### config.mk
export PLATFORM = sky130hd
export DESIGN_NAME = ctr_unit_top
export DESIGN_NICKNAME = d
export VERILOG_FILES = /design/src/hw/ctr_pkg.sv /design/src/hw/ctr_cmd_intake.sv /design/src/hw/ctr_slice_store.sv /design/src/hw/ctr_incr_fsm.sv /design/src/hw/ctr_value_out.sv /design/src/hw/ctr_unit_top.sv
export SDC_FILE = /design/constraint.sdc
export NUM_CORES = 1
export LEC_CHECK = 0
export BUFFER_PORTS_ARGS = -buffer_cell sky130_fd_sc_hd__buf_2
export CORE_MARGIN = 5
export CORE_UTILIZATION = 51
export CTS_CLUSTER_DIAMETER = 120
export DETAILED_ROUTE_END_ITERATION = 6
export PLACE_DENSITY = 0.76
export SLEW_MARGIN = 20
export SYNTH_ARGS = -nofsm -noshare
export SYNTH_HDL_FRONTEND = slang
export SYNTH_SLANG_ARGS = --single-unit
### constraint.sdc
create_clock -name clk_i -period 4.6 [get_ports clk_i]
set_input_delay 0.23 -clock clk_i [delete_from_list [all_inputs] [get_ports clk_i]]
set_output_delay 0.23 -clock clk_i [all_outputs]
set_load 0.02 [all_outputs]
### src/hw/ctr_pkg.sv
// Shared definitions for the slice-serial CTR counter unit
// Widths, vector typedefs, command struct and FSM state encodings

`default_nettype none

package ctr_pkg;

  ////////////////////
  // Widths
  ////////////////////

  // Full counter block
  localparam int unsigned CtrWidth      = 128;
  // Bits handled per increment step
  localparam int unsigned SliceSize     = 16;
  localparam int unsigned NumSlices     = CtrWidth / SliceSize;
  localparam int unsigned SliceIdxWidth = $clog2(NumSlices);

  ////////////////////
  // Types
  ////////////////////

  typedef logic [CtrWidth-1:0]      ctr_t;
  typedef logic [SliceSize-1:0]     ctr_slice_t;
  typedef logic [SliceIdxWidth-1:0] slice_idx_t;

  // Command opcode
  typedef enum logic {
    CTR_OP_LOAD = 1'b0,
    CTR_OP_INCR = 1'b1
  } ctr_op_e;

  // Value field only matters for a load
  typedef struct packed {
    ctr_op_e op;
    ctr_t    value;
  } ctr_cmd_t;

  // Increment machine
  typedef enum logic [1:0] {
    CTR_IDLE  = 2'b00,
    CTR_INCR  = 2'b01,
    CTR_ERROR = 2'b10
  } ctr_state_e;

  // Command intake
  typedef enum logic [2:0] {
    IN_IDLE      = 3'd0,
    IN_LOAD      = 3'd1,
    IN_INCR      = 3'd2,
    IN_WAIT_INCR = 3'd3,
    IN_PUBLISH   = 3'd4,
    IN_ACK       = 3'd5,
    IN_LOCKED    = 3'd6
  } intake_state_e;

endpackage

`default_nettype wire

### src/hw/ctr_cmd_intake.sv
// Command intake for the CTR counter unit
// Four-phase command slave, per-command sequencing and protocol check

`timescale 1ns/1ps
`default_nettype none

module ctr_cmd_intake import ctr_pkg::*; (
  input  logic     clk_i,
  input  logic     rst_ni,

  input  logic     cmd_req_i,
  input  ctr_cmd_t cmd_i,
  output logic     cmd_ack_o,

  output logic     load_o,
  output ctr_t     load_value_o,
  output logic     incr_o,
  input  logic     incr_ready_i,
  output logic     publish_o,
  input  logic     done_i,

  output logic     proto_err_o,
  input  logic     lock_i
);

  intake_state_e state_d, state_q;
  logic          cmd_ack_d, cmd_ack_q;
  ctr_t          load_value_q;
  logic          proto_err;

  // Request dropped while busy and not yet acknowledged
  assign proto_err = !cmd_req_i && !cmd_ack_q &&
                     !(state_q inside {IN_IDLE, IN_LOCKED});

  ////////////////////
  // Sequencing
  ////////////////////

  always_comb begin
    state_d   = state_q;
    cmd_ack_d = cmd_ack_q;

    unique case (state_q)
      IN_IDLE: begin
        // Capture edge, steer by opcode
        if (cmd_req_i) begin
          state_d = (cmd_i.op == CTR_OP_INCR) ? IN_INCR : IN_LOAD;
        end
      end
      IN_LOAD:      state_d = IN_PUBLISH;
      IN_INCR:      state_d = IN_WAIT_INCR;
      IN_WAIT_INCR: begin
        // Incrementer back in idle, store is final
        if (incr_ready_i) begin
          state_d = IN_PUBLISH;
        end
      end
      IN_PUBLISH:   state_d = IN_ACK;
      IN_ACK: begin
        if (!cmd_ack_q) begin
          // Value handshake finished
          if (done_i) begin
            cmd_ack_d = 1'b1;
          end
        end else if (!cmd_req_i) begin
          // Closing phase of the four-phase handshake
          cmd_ack_d = 1'b0;
          state_d   = IN_IDLE;
        end
      end
      IN_LOCKED:    state_d = IN_LOCKED;
      default:      state_d = IN_LOCKED;
    endcase

    // Freeze on a violation until the lock arrives
    if (proto_err) begin
      state_d   = state_q;
      cmd_ack_d = cmd_ack_q;
    end

    // Terminal, no further commands or acknowledges
    if (lock_i) begin
      state_d   = IN_LOCKED;
      cmd_ack_d = 1'b0;
    end
  end

  always_ff @(posedge clk_i or negedge rst_ni) begin
    if (!rst_ni) begin
      state_q   <= IN_IDLE;
      cmd_ack_q <= 1'b0;
    end else begin
      state_q   <= state_d;
      cmd_ack_q <= cmd_ack_d;
    end
  end

  // Load payload, taken on the capture edge
  always_ff @(posedge clk_i) begin
    if (state_q == IN_IDLE && cmd_req_i && !lock_i) begin
      load_value_q <= cmd_i.value;
    end
  end

  ////////////////////
  // Outputs
  ////////////////////

  assign load_o       = (state_q == IN_LOAD) && !proto_err && !lock_i;
  assign incr_o       = (state_q == IN_INCR) && !proto_err && !lock_i;
  assign publish_o    = (state_q == IN_PUBLISH) && !proto_err && !lock_i;
  assign load_value_o = load_value_q;
  assign cmd_ack_o    = cmd_ack_q;
  assign proto_err_o  = proto_err;

  // Ack only rises on a request that was still up
  CmdAckNeedsReq: assert property (@(posedge clk_i) disable iff (!rst_ni)
    $rose(cmd_ack_o) |-> $past(cmd_req_i))
    else $error("cmd_ack_o rose without a pending request");

endmodule

`default_nettype wire

### src/hw/ctr_slice_store.sv
// Counter block register for the CTR counter unit
// Stored as slices with indexed read, single-slice write and full load

`timescale 1ns/1ps
`default_nettype none

module ctr_slice_store import ctr_pkg::*; (
  input  logic       clk_i,
  input  logic       rst_ni,

  // Full load from the intake
  input  logic       load_i,
  input  ctr_t       load_value_i,

  // Slice port for the incrementer
  input  slice_idx_t slice_idx_i,
  input  logic       slice_we_i,
  input  ctr_slice_t slice_i,
  output ctr_slice_t slice_o,

  // Whole value for the output side
  output ctr_t       value_o
);

  // Slice 0 holds the least significant bits
  ctr_slice_t [NumSlices-1:0] slice_q;

  always_ff @(posedge clk_i or negedge rst_ni) begin
    if (!rst_ni) begin
      slice_q <= '0;
    end else if (load_i) begin
      slice_q <= load_value_i;
    end else if (slice_we_i) begin
      slice_q[slice_idx_i] <= slice_i;
    end
  end

  // Combinational read for the adder
  assign slice_o = slice_q[slice_idx_i];

  // Flat view of all slices
  assign value_o = slice_q;

  ////////////////////
  // Checks
  ////////////////////

  // Intake and incrementer never drive the store together
  LoadWriteExclusive: assert property (@(posedge clk_i) disable iff (!rst_ni)
    !(load_i && slice_we_i))
    else $error("load and slice write in the same cycle");

endmodule

`default_nettype wire

### src/hw/ctr_incr_fsm.sv
// Slice-serial increment FSM for the CTR counter unit
// Carry register, slice index, sticky alert and terminal error state

`timescale 1ns/1ps
`default_nettype none

module ctr_incr_fsm import ctr_pkg::*; (
  input  logic       clk_i,
  input  logic       rst_ni,

  input  logic       incr_i,
  output logic       ready_o,
  input  logic       err_i,
  output logic       alert_o,

  output slice_idx_t ctr_slice_idx_o,
  input  ctr_slice_t ctr_slice_i,
  output ctr_slice_t ctr_slice_o,
  output logic       ctr_we_o
);

  ctr_state_e         state_d, state_q;
  slice_idx_t         slice_idx_d, slice_idx_q;
  logic               carry_d, carry_q;
  // Own flop, kept apart from the state register
  logic               alert_q;

  // Sum with carry-out in the top bit
  logic [SliceSize:0] ctr_sum;

  ////////////////////
  // Datapath
  ////////////////////

  // One slice per cycle, no wide adder
  assign ctr_sum     = {1'b0, ctr_slice_i} + (SliceSize + 1)'(carry_q);
  assign ctr_slice_o = ctr_sum[SliceSize-1:0];

  ////////////////////
  // Control
  ////////////////////

  always_comb begin
    ready_o     = 1'b0;
    ctr_we_o    = 1'b0;
    state_d     = state_q;
    slice_idx_d = slice_idx_q;
    carry_d     = carry_q;

    unique case (state_q)
      CTR_IDLE: begin
        ready_o = 1'b1;
        if (incr_i) begin
          // Start at slice 0 with a carry of one
          slice_idx_d = '0;
          carry_d     = 1'b1;
          state_d     = CTR_INCR;
        end
      end

      CTR_INCR: begin
        ctr_we_o    = 1'b1;
        slice_idx_d = slice_idx_q + slice_idx_t'(1);
        // Ripple into the next slice
        carry_d     = ctr_sum[SliceSize];
        if (slice_idx_q == slice_idx_t'(NumSlices - 1)) begin
          state_d = CTR_IDLE;
        end
      end

      CTR_ERROR: begin
        // Terminal, left only by reset
        state_d = CTR_ERROR;
      end

      default: begin
        // Illegal encoding
        state_d = CTR_ERROR;
      end
    endcase

    // Protocol violation from the intake
    if (err_i) begin
      state_d = CTR_ERROR;
    end
  end

  always_ff @(posedge clk_i or negedge rst_ni) begin
    if (!rst_ni) begin
      state_q     <= CTR_IDLE;
      slice_idx_q <= '0;
      carry_q     <= 1'b0;
    end else begin
      state_q     <= state_d;
      slice_idx_q <= slice_idx_d;
      carry_q     <= carry_d;
    end
  end

  // Sticky until reset, set as the FSM heads for the error state
  always_ff @(posedge clk_i or negedge rst_ni) begin
    if (!rst_ni) begin
      alert_q <= 1'b0;
    end else if (state_d == CTR_ERROR) begin
      alert_q <= 1'b1;
    end
  end

  assign alert_o         = alert_q;
  assign ctr_slice_idx_o = slice_idx_q;

  ////////////////////
  // Checks
  ////////////////////

  // Quiet alert means a legal working state
  CtrStateValid: assert property (@(posedge clk_i) disable iff (!rst_ni)
    !alert_o |-> state_q inside {CTR_IDLE, CTR_INCR})
    else $error("increment FSM in bad state without alert");

endmodule

`default_nettype wire

### src/hw/ctr_value_out.sv
// Output side of the CTR counter unit
// Four-phase master publishing the counter value, done pulse per transfer

`timescale 1ns/1ps
`default_nettype none

module ctr_value_out import ctr_pkg::*; (
  input  logic clk_i,
  input  logic rst_ni,

  input  logic publish_i,
  input  ctr_t value_i,
  output logic done_o,

  output logic val_req_o,
  output ctr_t val_o,
  input  logic val_ack_i
);

  logic val_req_q;
  // Request dropped, waiting for ack to go low
  logic drop_q;
  logic done_q;
  ctr_t val_q;

  always_ff @(posedge clk_i or negedge rst_ni) begin
    if (!rst_ni) begin
      val_req_q <= 1'b0;
      drop_q    <= 1'b0;
      done_q    <= 1'b0;
    end else begin
      done_q <= 1'b0;
      if (publish_i) begin
        val_req_q <= 1'b1;
      end else if (val_req_q && val_ack_i) begin
        // Consumer took it
        val_req_q <= 1'b0;
        drop_q    <= 1'b1;
      end else if (drop_q && !val_ack_i) begin
        // Four phases complete
        drop_q <= 1'b0;
        done_q <= 1'b1;
      end
    end
  end

  // Snapshot of the store
  always_ff @(posedge clk_i) begin
    if (publish_i) begin
      val_q <= value_i;
    end
  end

  assign val_req_o = val_req_q;
  assign val_o     = val_q;
  assign done_o    = done_q;

  // Data held for the whole request phase
  ValStable: assert property (@(posedge clk_i) disable iff (!rst_ni)
    val_req_o && $past(val_req_o) |-> $stable(val_o))
    else $error("val_o changed while val_req_o high");

endmodule

`default_nettype wire

### src/hw/ctr_unit_top.sv
// Top level of the slice-serial CTR counter unit
// Intake, slice store, increment FSM and output side

`timescale 1ns/1ps
`default_nettype none

module ctr_unit_top import ctr_pkg::*; (
  input  logic     clk_i,
  input  logic     rst_ni,

  // Command slave
  input  logic     cmd_req_i,
  input  ctr_cmd_t cmd_i,
  output logic     cmd_ack_o,

  // Value master
  output logic     val_req_o,
  output ctr_t     val_o,
  input  logic     val_ack_i,

  output logic     alert_o
);

  // Intake to store
  logic       load;
  ctr_t       load_value;

  // Intake and incrementer
  logic       incr;
  logic       incr_ready;
  logic       proto_err;
  logic       alert;

  // Incrementer slice port
  slice_idx_t slice_idx;
  ctr_slice_t slice_rd;
  ctr_slice_t slice_wr;
  logic       slice_we;

  // Publication path
  ctr_t       ctr_value;
  logic       publish;
  logic       done;

  ctr_cmd_intake i_cmd_intake (
    .clk_i        (clk_i),
    .rst_ni       (rst_ni),
    .cmd_req_i    (cmd_req_i),
    .cmd_i        (cmd_i),
    .cmd_ack_o    (cmd_ack_o),
    .load_o       (load),
    .load_value_o (load_value),
    .incr_o       (incr),
    .incr_ready_i (incr_ready),
    .publish_o    (publish),
    .done_i       (done),
    .proto_err_o  (proto_err),
    .lock_i       (alert)
  );

  ctr_slice_store i_slice_store (
    .clk_i        (clk_i),
    .rst_ni       (rst_ni),
    .load_i       (load),
    .load_value_i (load_value),
    .slice_idx_i  (slice_idx),
    .slice_we_i   (slice_we),
    .slice_i      (slice_wr),
    .slice_o      (slice_rd),
    .value_o      (ctr_value)
  );

  ctr_incr_fsm i_incr_fsm (
    .clk_i           (clk_i),
    .rst_ni          (rst_ni),
    .incr_i          (incr),
    .ready_o         (incr_ready),
    .err_i           (proto_err),
    .alert_o         (alert),
    .ctr_slice_idx_o (slice_idx),
    .ctr_slice_i     (slice_rd),
    .ctr_slice_o     (slice_wr),
    .ctr_we_o        (slice_we)
  );

  ctr_value_out i_value_out (
    .clk_i     (clk_i),
    .rst_ni    (rst_ni),
    .publish_i (publish),
    .value_i   (ctr_value),
    .done_o    (done),
    .val_req_o (val_req_o),
    .val_o     (val_o),
    .val_ack_i (val_ack_i)
  );

  // Sticky alert from the increment FSM
  assign alert_o = alert;

endmodule

`default_nettype wire

; ---- Word level (Yosys, flattened, before mapping)
; Cells that the tools add are included.
[word_totals]
inputBits = 133
reg_bits = 398
output_inout_bits = 131
word_cells = 108
[op_classes]
bitwise = 1
n_reduce_logical = 31
add_sub_neg = 2
magnitude_cmp = 2
n_eq_ne = 15
muxes = 38
[ops]
columns = op, n
row1 = two-way mux 128 bit, 2
row2 = bitwise mux 128 bit, 1
row3 = binary-select mux 16 bit (select 3 bit), 1
row4 = demux 16 bit (select 3 bit), 1
row5 = two-way mux 16 bit, 2
row6 = two-way mux 3 bit, 7
row7 = one-hot mux 3 bit (6 select lines), 1
row8 = adder 16 x 1 -> 17 bit, 1
row9 = two-way mux 1 bit, 16
row10 = logical AND 1 bit, 13
row11 = "equality test 3 bit, second input constant", 4
row12 = nonzero test 2 bit, 6
row13 = two-way mux 2 bit, 4
row14 = "equality test 3 x 2 -> 1 bit, second input constant", 2
row15 = logical NOT 1 bit, 6
row16 = "inequality test 3 x 1 -> 1 bit, second input constant", 2
row17 = "inequality test 3 x 2 -> 1 bit, second input constant", 2
row18 = one-hot mux 3 bit (2 select lines), 1
row19 = AND reduction 2 bit, 3
row20 = AND reduction 5 bit, 1
row21 = "< comparator 3 x 4 -> 1 bit, second input constant", 1
row22 = one-hot mux 2 bit (2 select lines), 1
row23 = "adder 3 x 1 -> 3 bit, second input constant", 1
row24 = "equality test 3 x 1 -> 1 bit, second input constant", 1
row25 = 9 further kinds, 9

; ---- Depth between registers and ports, before layout
[depth]
ltp_word = 11
depth_mapped = 13
depth_no_buf = 8

; ---- Cells and area by module
; A second synthesis with hierarchy kept.
[hier_totals]
cells_unflattened = 1017
area_unflattened_um2 = 15830.2
[modules_own_cells]
columns = mod, area_per_inst_um2, cells_per_inst, n_inst
row1 = ctr_slice_store, 7090.6, 645, 1
row2 = ctr_cmd_intake, 4197.8, 174, 1
row3 = ctr_value_out, 3953.8, 136, 1
row4 = ctr_incr_fsm, 588.1, 62, 1

; ---- Worst setup path before layout
; OpenSTA, ideal clock, no wires.
[synth_timing]
kind = reg-to-reg
startpoint = register i_cmd_intake.state_q[2]
endpoint = register i_cmd_intake.load_value_q[0], in the netlist i_cmd_intake.load_value_o[0] (enable)
t_required_ps = 4097
period_less_slack_ps = 4268
path_slack_ps = 332
n_path_buf = 1
stages_incl_launch_ff = 4
arrival_time_ps = 3765
setup_ps = 503
path_cell_list = dfrtp_1 -> clkbuf_1 -> nor3_1 -> and3b_1
[synth_via]
elab_chain_cells = 3
[synth_lines]
columns = item, line
row1 = from (decl), ctr_cmd_intake.sv:26  ; intake_state_e state_d, state_q;
row2 = from (signal assigned), ctr_cmd_intake.sv:93  ; state_q <= state_d;
row3 = logical NOT 3 bit, ctr_cmd_intake.sv:100  ; if (state_q == IN_IDLE && cmd_req_i && !lock_i) begin
row4 = logical AND 1 bit (2 in a row), ctr_cmd_intake.sv:100
row5 = to (signal assigned), ctr_cmd_intake.sv:101  ; load_value_q <= cmd_i.value;
row6 = to (decl), ctr_cmd_intake.sv:28  ; ctr_t load_value_q;
; Every way passes these cells.
; A chain may end at the register's enable or synchronous reset.

; ---- Worst setup path after layout
[layout_timing]
startpoint = register i_incr_fsm.slice_idx_q[1], in the netlist i_incr_fsm.ctr_slice_idx_o[1]
endpoint = register i_slice_store.slice_q, in the netlist i_slice_store.value_o[10]
[layout_via]
elab_chain_cells = 7
[layout_lines]
columns = item, line
row1 = from (decl), ctr_incr_fsm.sv:23  ; slice_idx_t slice_idx_d, slice_idx_q;
row2 = from (signal assigned), ctr_incr_fsm.sv:95  ; slice_idx_q <= slice_idx_d;
row3 = branches (longest 4 deep; another with adder 16 x 1 -> 17 bit), --
row4 = bitwise mux 128 bit (*), ctr_slice_store.sv:34  ; slice_q[slice_idx_i] <= slice_i;
row5 = two-way mux 128 bit (*), ctr_slice_store.sv:33  ; end else if (slice_we_i) begin
row6 = two-way mux 128 bit (*), ctr_slice_store.sv:31  ; end else if (load_i) begin
row7 = to (signal assigned), ctr_slice_store.sv:32  ; slice_q <= load_value_i;
row8 = "to (signal, indexed assignment)", ctr_slice_store.sv:34
row9 = to (decl), ctr_slice_store.sv:26  ; ctr_slice_t [NumSlices-1:0] slice_q;
; Every way passes the cells marked *. The select of a mux whose other input is x is not followed.

==> results.md <==
- Status: completed
- Post-DP HPWL: 28900 um
- Worst setup EP type: register
- Cell taking the most area after synthesis: edfxtp_1
- Residual DRC: 0
- Area after DPL: 17310 um2
- Top FF cell, synth: edfxtp_1
- Final Setup Violations: 0
- Flops & latches, synth: 398
- Max Cap Viol: 0
- Slowest CP cell: dfrtp_2
- Final Max Slew Viols: 0
- Minimum clock period: between 3 and 4 ns
- FMAX: 0.2872 GHz
- Worst VDD drop: 0.2971 mV
- Starting Density: slightly above 50%
- Die ar.: 34210 um2
- Slew margin rel.: 32.78%
- Buffer and inverter count on the worst path: 1
- Synthesized area: 15610 um2
- Hold Fails Final Rpt: 0
- Post-Synthesis Cells: 1069
- Critical path's top delay family: flip-flops
- Top Ports: between 200 and 300
- Synthesized area per cell: around 15 um2
- First-pass DRT Iterations: 6
- Die height: 185.0 um
- Asr flop ratio synth: 35.68%
- Largest net degree at the start of global routing: 93
- Post-synth EDFFs: ~260
- Port bufs: around 260
- Die Width: 185.0 um
- Core Area: 30430 um2
- CTS Buf Count: 40
- Slew @ Worst Pin: 1.005 ns
- Antenna Diode Count: 0
- WL/cell: 23.56 um
- Max stage delay on crit path: 0.93 ns
- Post-Layout Inst Area: 19910 um2
- Iteration-0 DRC Markers: 1208
- Syn. warnings: 0
- Via/cell ratio: 5.849
- Arrival time at the worst endpoint: between 3 and 4 ns
- Gr usage total: 25.89%
- GPL Wtd Cong: just over 1
- Row Count: 64
- Crit Path Category: register to register
- Worst Hold Slack: 0.04107 ns
- Pleak: around 7.7 nW
- CP Max Fanout: 40
- Root Driver: clkbuf_16
- NumNets Final: 1602
- Post-synthesis sequential area ratio: 72.01%
- CTS Buffer Depth: 3
- Initial antenna violation count: 0
- Post-synth top area share: 49.25%
- WP data required: between 4 and 5 ns
- Setup ws final: 1.119 ns
- Wire length of the first global-routing pass: 66870 um
- Clk slew on worst S/H paths: 0.07 ns
- Worst-case clock skew: 0.02243 ns
- Pwr/cell area: between 500 and 600 nW/um2
- Sink Count: just under 400
- H-tree Lvls: 2
- Syn_nets: 1206
- RSZ-0062 raised after global routing: false
- Synth-to-Final Area Change: 27.52%
- Synth top area cells: edfxtp_1, dfrtp_1, nand2_1
- Total Wirelength: 44560 um
- Path type of the worst min-delay path: input pin to register
- Crit share post-route: roughly three quarters
- CTS tree: done
- Share of cells above drive strength 1: 27.22%
- Crit-path cells: buf_4, mux2_2, a221oi_1, o21ai_2, nand3_1, nor3_2, xor2_1, o21ai_1
- Vias in the first global route: 11140
- Clock Latency Late Sink: ~0.53 ns
- Number of fill cells: 2158
- Post-route setup TNS: 0 ns
- Grt ovf: 0
- Minimum setup slack after placement: roughly 1.3 ns
- Synth unique cells: between 60 and 70
- Post-route ant nets: 0
- Vias: approximately 11000
- Startpoint types: register
[path summary, 6_finish.rpt]
check | from | endpoint | slack, ns | cells after the start
worst max-delay path | i_incr_fsm.ctr_slice_idx_o[1]$_DFFE_PN0P_ | i_slice_store.value_o[10]$_DFFE_PN0P_ | 1.12 | 8
worst min-delay path | cmd_req_i | i_cmd_intake.cmd_ack_o$_DFFE_PN0P_ | 0.04 | 3
worst max register to register | i_incr_fsm.ctr_slice_idx_o[1]$_DFFE_PN0P_ | i_slice_store.value_o[10]$_DFFE_PN0P_ | 1.12 | 8
worst min register to register | i_cmd_intake.load_value_o[102]$_DFFE_PP_ | i_slice_store.value_o[102]$_DFFE_PN0P_ | 0.46 | 2
max in group asynchronous | rst_ni | i_slice_store.value_o[36]$_DFFE_PN0P_ | 2.96 | 3
min in group asynchronous | rst_ni | i_slice_store.value_o[73]$_DFFE_PN0P_ | 0.37 | 2
[cells in the mapped netlist (3+ instances only)]
cell      number
nor2_1        71
nand3_1       17
mux2i_1       21
a31oi_1       41
buf_2          4
clkbuf_1      38
nor3_2         4
a32oi_1        3
edfxtp_1     256
nand2_1      103
buf_4          4
ha_1           4
xnor2_1        3
mux2_2         9
nor3_1         7
a21oi_1       36
nand2b_1       7
a221oi_1       5
o22ai_1       10
buf_6          5
and3_1         3
nor4_4         4
o21ai_2        3
xor2_1         5
o21a_1        17
inv_1          9
o21ai_0       62
mux4_2        16
or3_1          8
mux2_1         5
xor2_2         5
nor2b_1        7
a22oi_1       49
dfrtp_1      142
o21ai_1       39
a32o_1         3
[layout make-up]
type                       instances  area, um2  share of cell area [%]
sequential                       398      11240                   56.48
multi-input combinational        606       4089                   20.54
timing repair buffer             408       2749                   13.81
clock buffer                      50       1070                   5.374
tap                              396      495.5                   2.489
clock inverter                    22      216.5                   1.087
inverter                          11      43.79                  0.2200
[metal layers]
metal	up-vias	share of wire (%)	global-route usage [%]
met3	144	9.7	5.872
met4	0	5.7	13.24
met5	-	0	0
li1	4842	-	-
met2	675	46	39.67
met1	5399	38	35.18
[timing repair]
action                    CTS  global route
setup buffers               0             0
hold buffers              130             0
gates resized for setup     0             0
hold endpoints to repair  217             0
[sequential cells by signal, indices dropped and copies added (netlist names)]
register,count
i_cmd_intake.load_value_o,128
i_slice_store.value_o,128
i_value_out.val_o,128
i_cmd_intake.state_q,3
i_incr_fsm.ctr_slice_idx_o,3
i_incr_fsm.state_q,2
i_cmd_intake.cmd_ack_o,1
i_incr_fsm.alert_o,1
i_incr_fsm.carry_q,1
i_value_out.done_o,1
i_value_out.drop_q,1
i_value_out.val_req_o,1
[power breakdown]
part	total, mW	switching, mW	internal (mW)	leakage [nW]
Clock	3.20	1.37	1.84	0.616
Combinational	2.22	1.34	0.879	3.10
Sequential	4.54	0.383	4.16	3.98
[worst reg2reg max path, cell delays in order (launching register included)]
cell and delay [ns]:
dfrtp_2 0.93, buf_4 0.45, mux2_2 0.38, a221oi_1 0.40, o21ai_2 0.17, nand3_1 0.20
nor3_2 0.07, xor2_1 0.55, o21ai_1 0.20
[layout by cell type, fill, tap and decap left out, types with 10 or more instances in the layout]
master and count:
buf_2 262, mux4_2 16, dlygate4sd3_1 130, buf_4 14, o21ai_0 62, edfxtp_1 256
mux2i_1 21, a22oi_1 49, a21oi_1 36, o21ai_1 39, nand2_1 103, clkbuf_16 41
nor2_1 71, dfrtp_1 140, o22ai_1 10, o21a_1 17, a31oi_1 41, nand3_1 16
[through the flow]
step	util (%)	power, mW	std cells
2_1_floorplan	-	6.032	1069
3_3_place_gp	56.90	6.583	1689
3_5_place_dp	56.90	6.654	1689
4_1_cts	65.40	9.906	1891
5_1_grt	65.42	10.33	1891
6_report	65.42	9.968	1891
[kinds of logic (layout without fill, tap and decap cells)]
group | Yosys count | count (layout) | share of synthesized area (%)
compound gates | 285 | 285 | 11.57
xor+xnor | 15 | 15 | 1.178
fa+ha+maj | 4 | 4 | 0.3206
buf+inv | 65 | 491 | 2.036
flops | 398 | 398 | 72.01
mux | 54 | 54 | 5.066
simple gates | 248 | 248 | 7.823
Power figures use the tool's default switching activity.
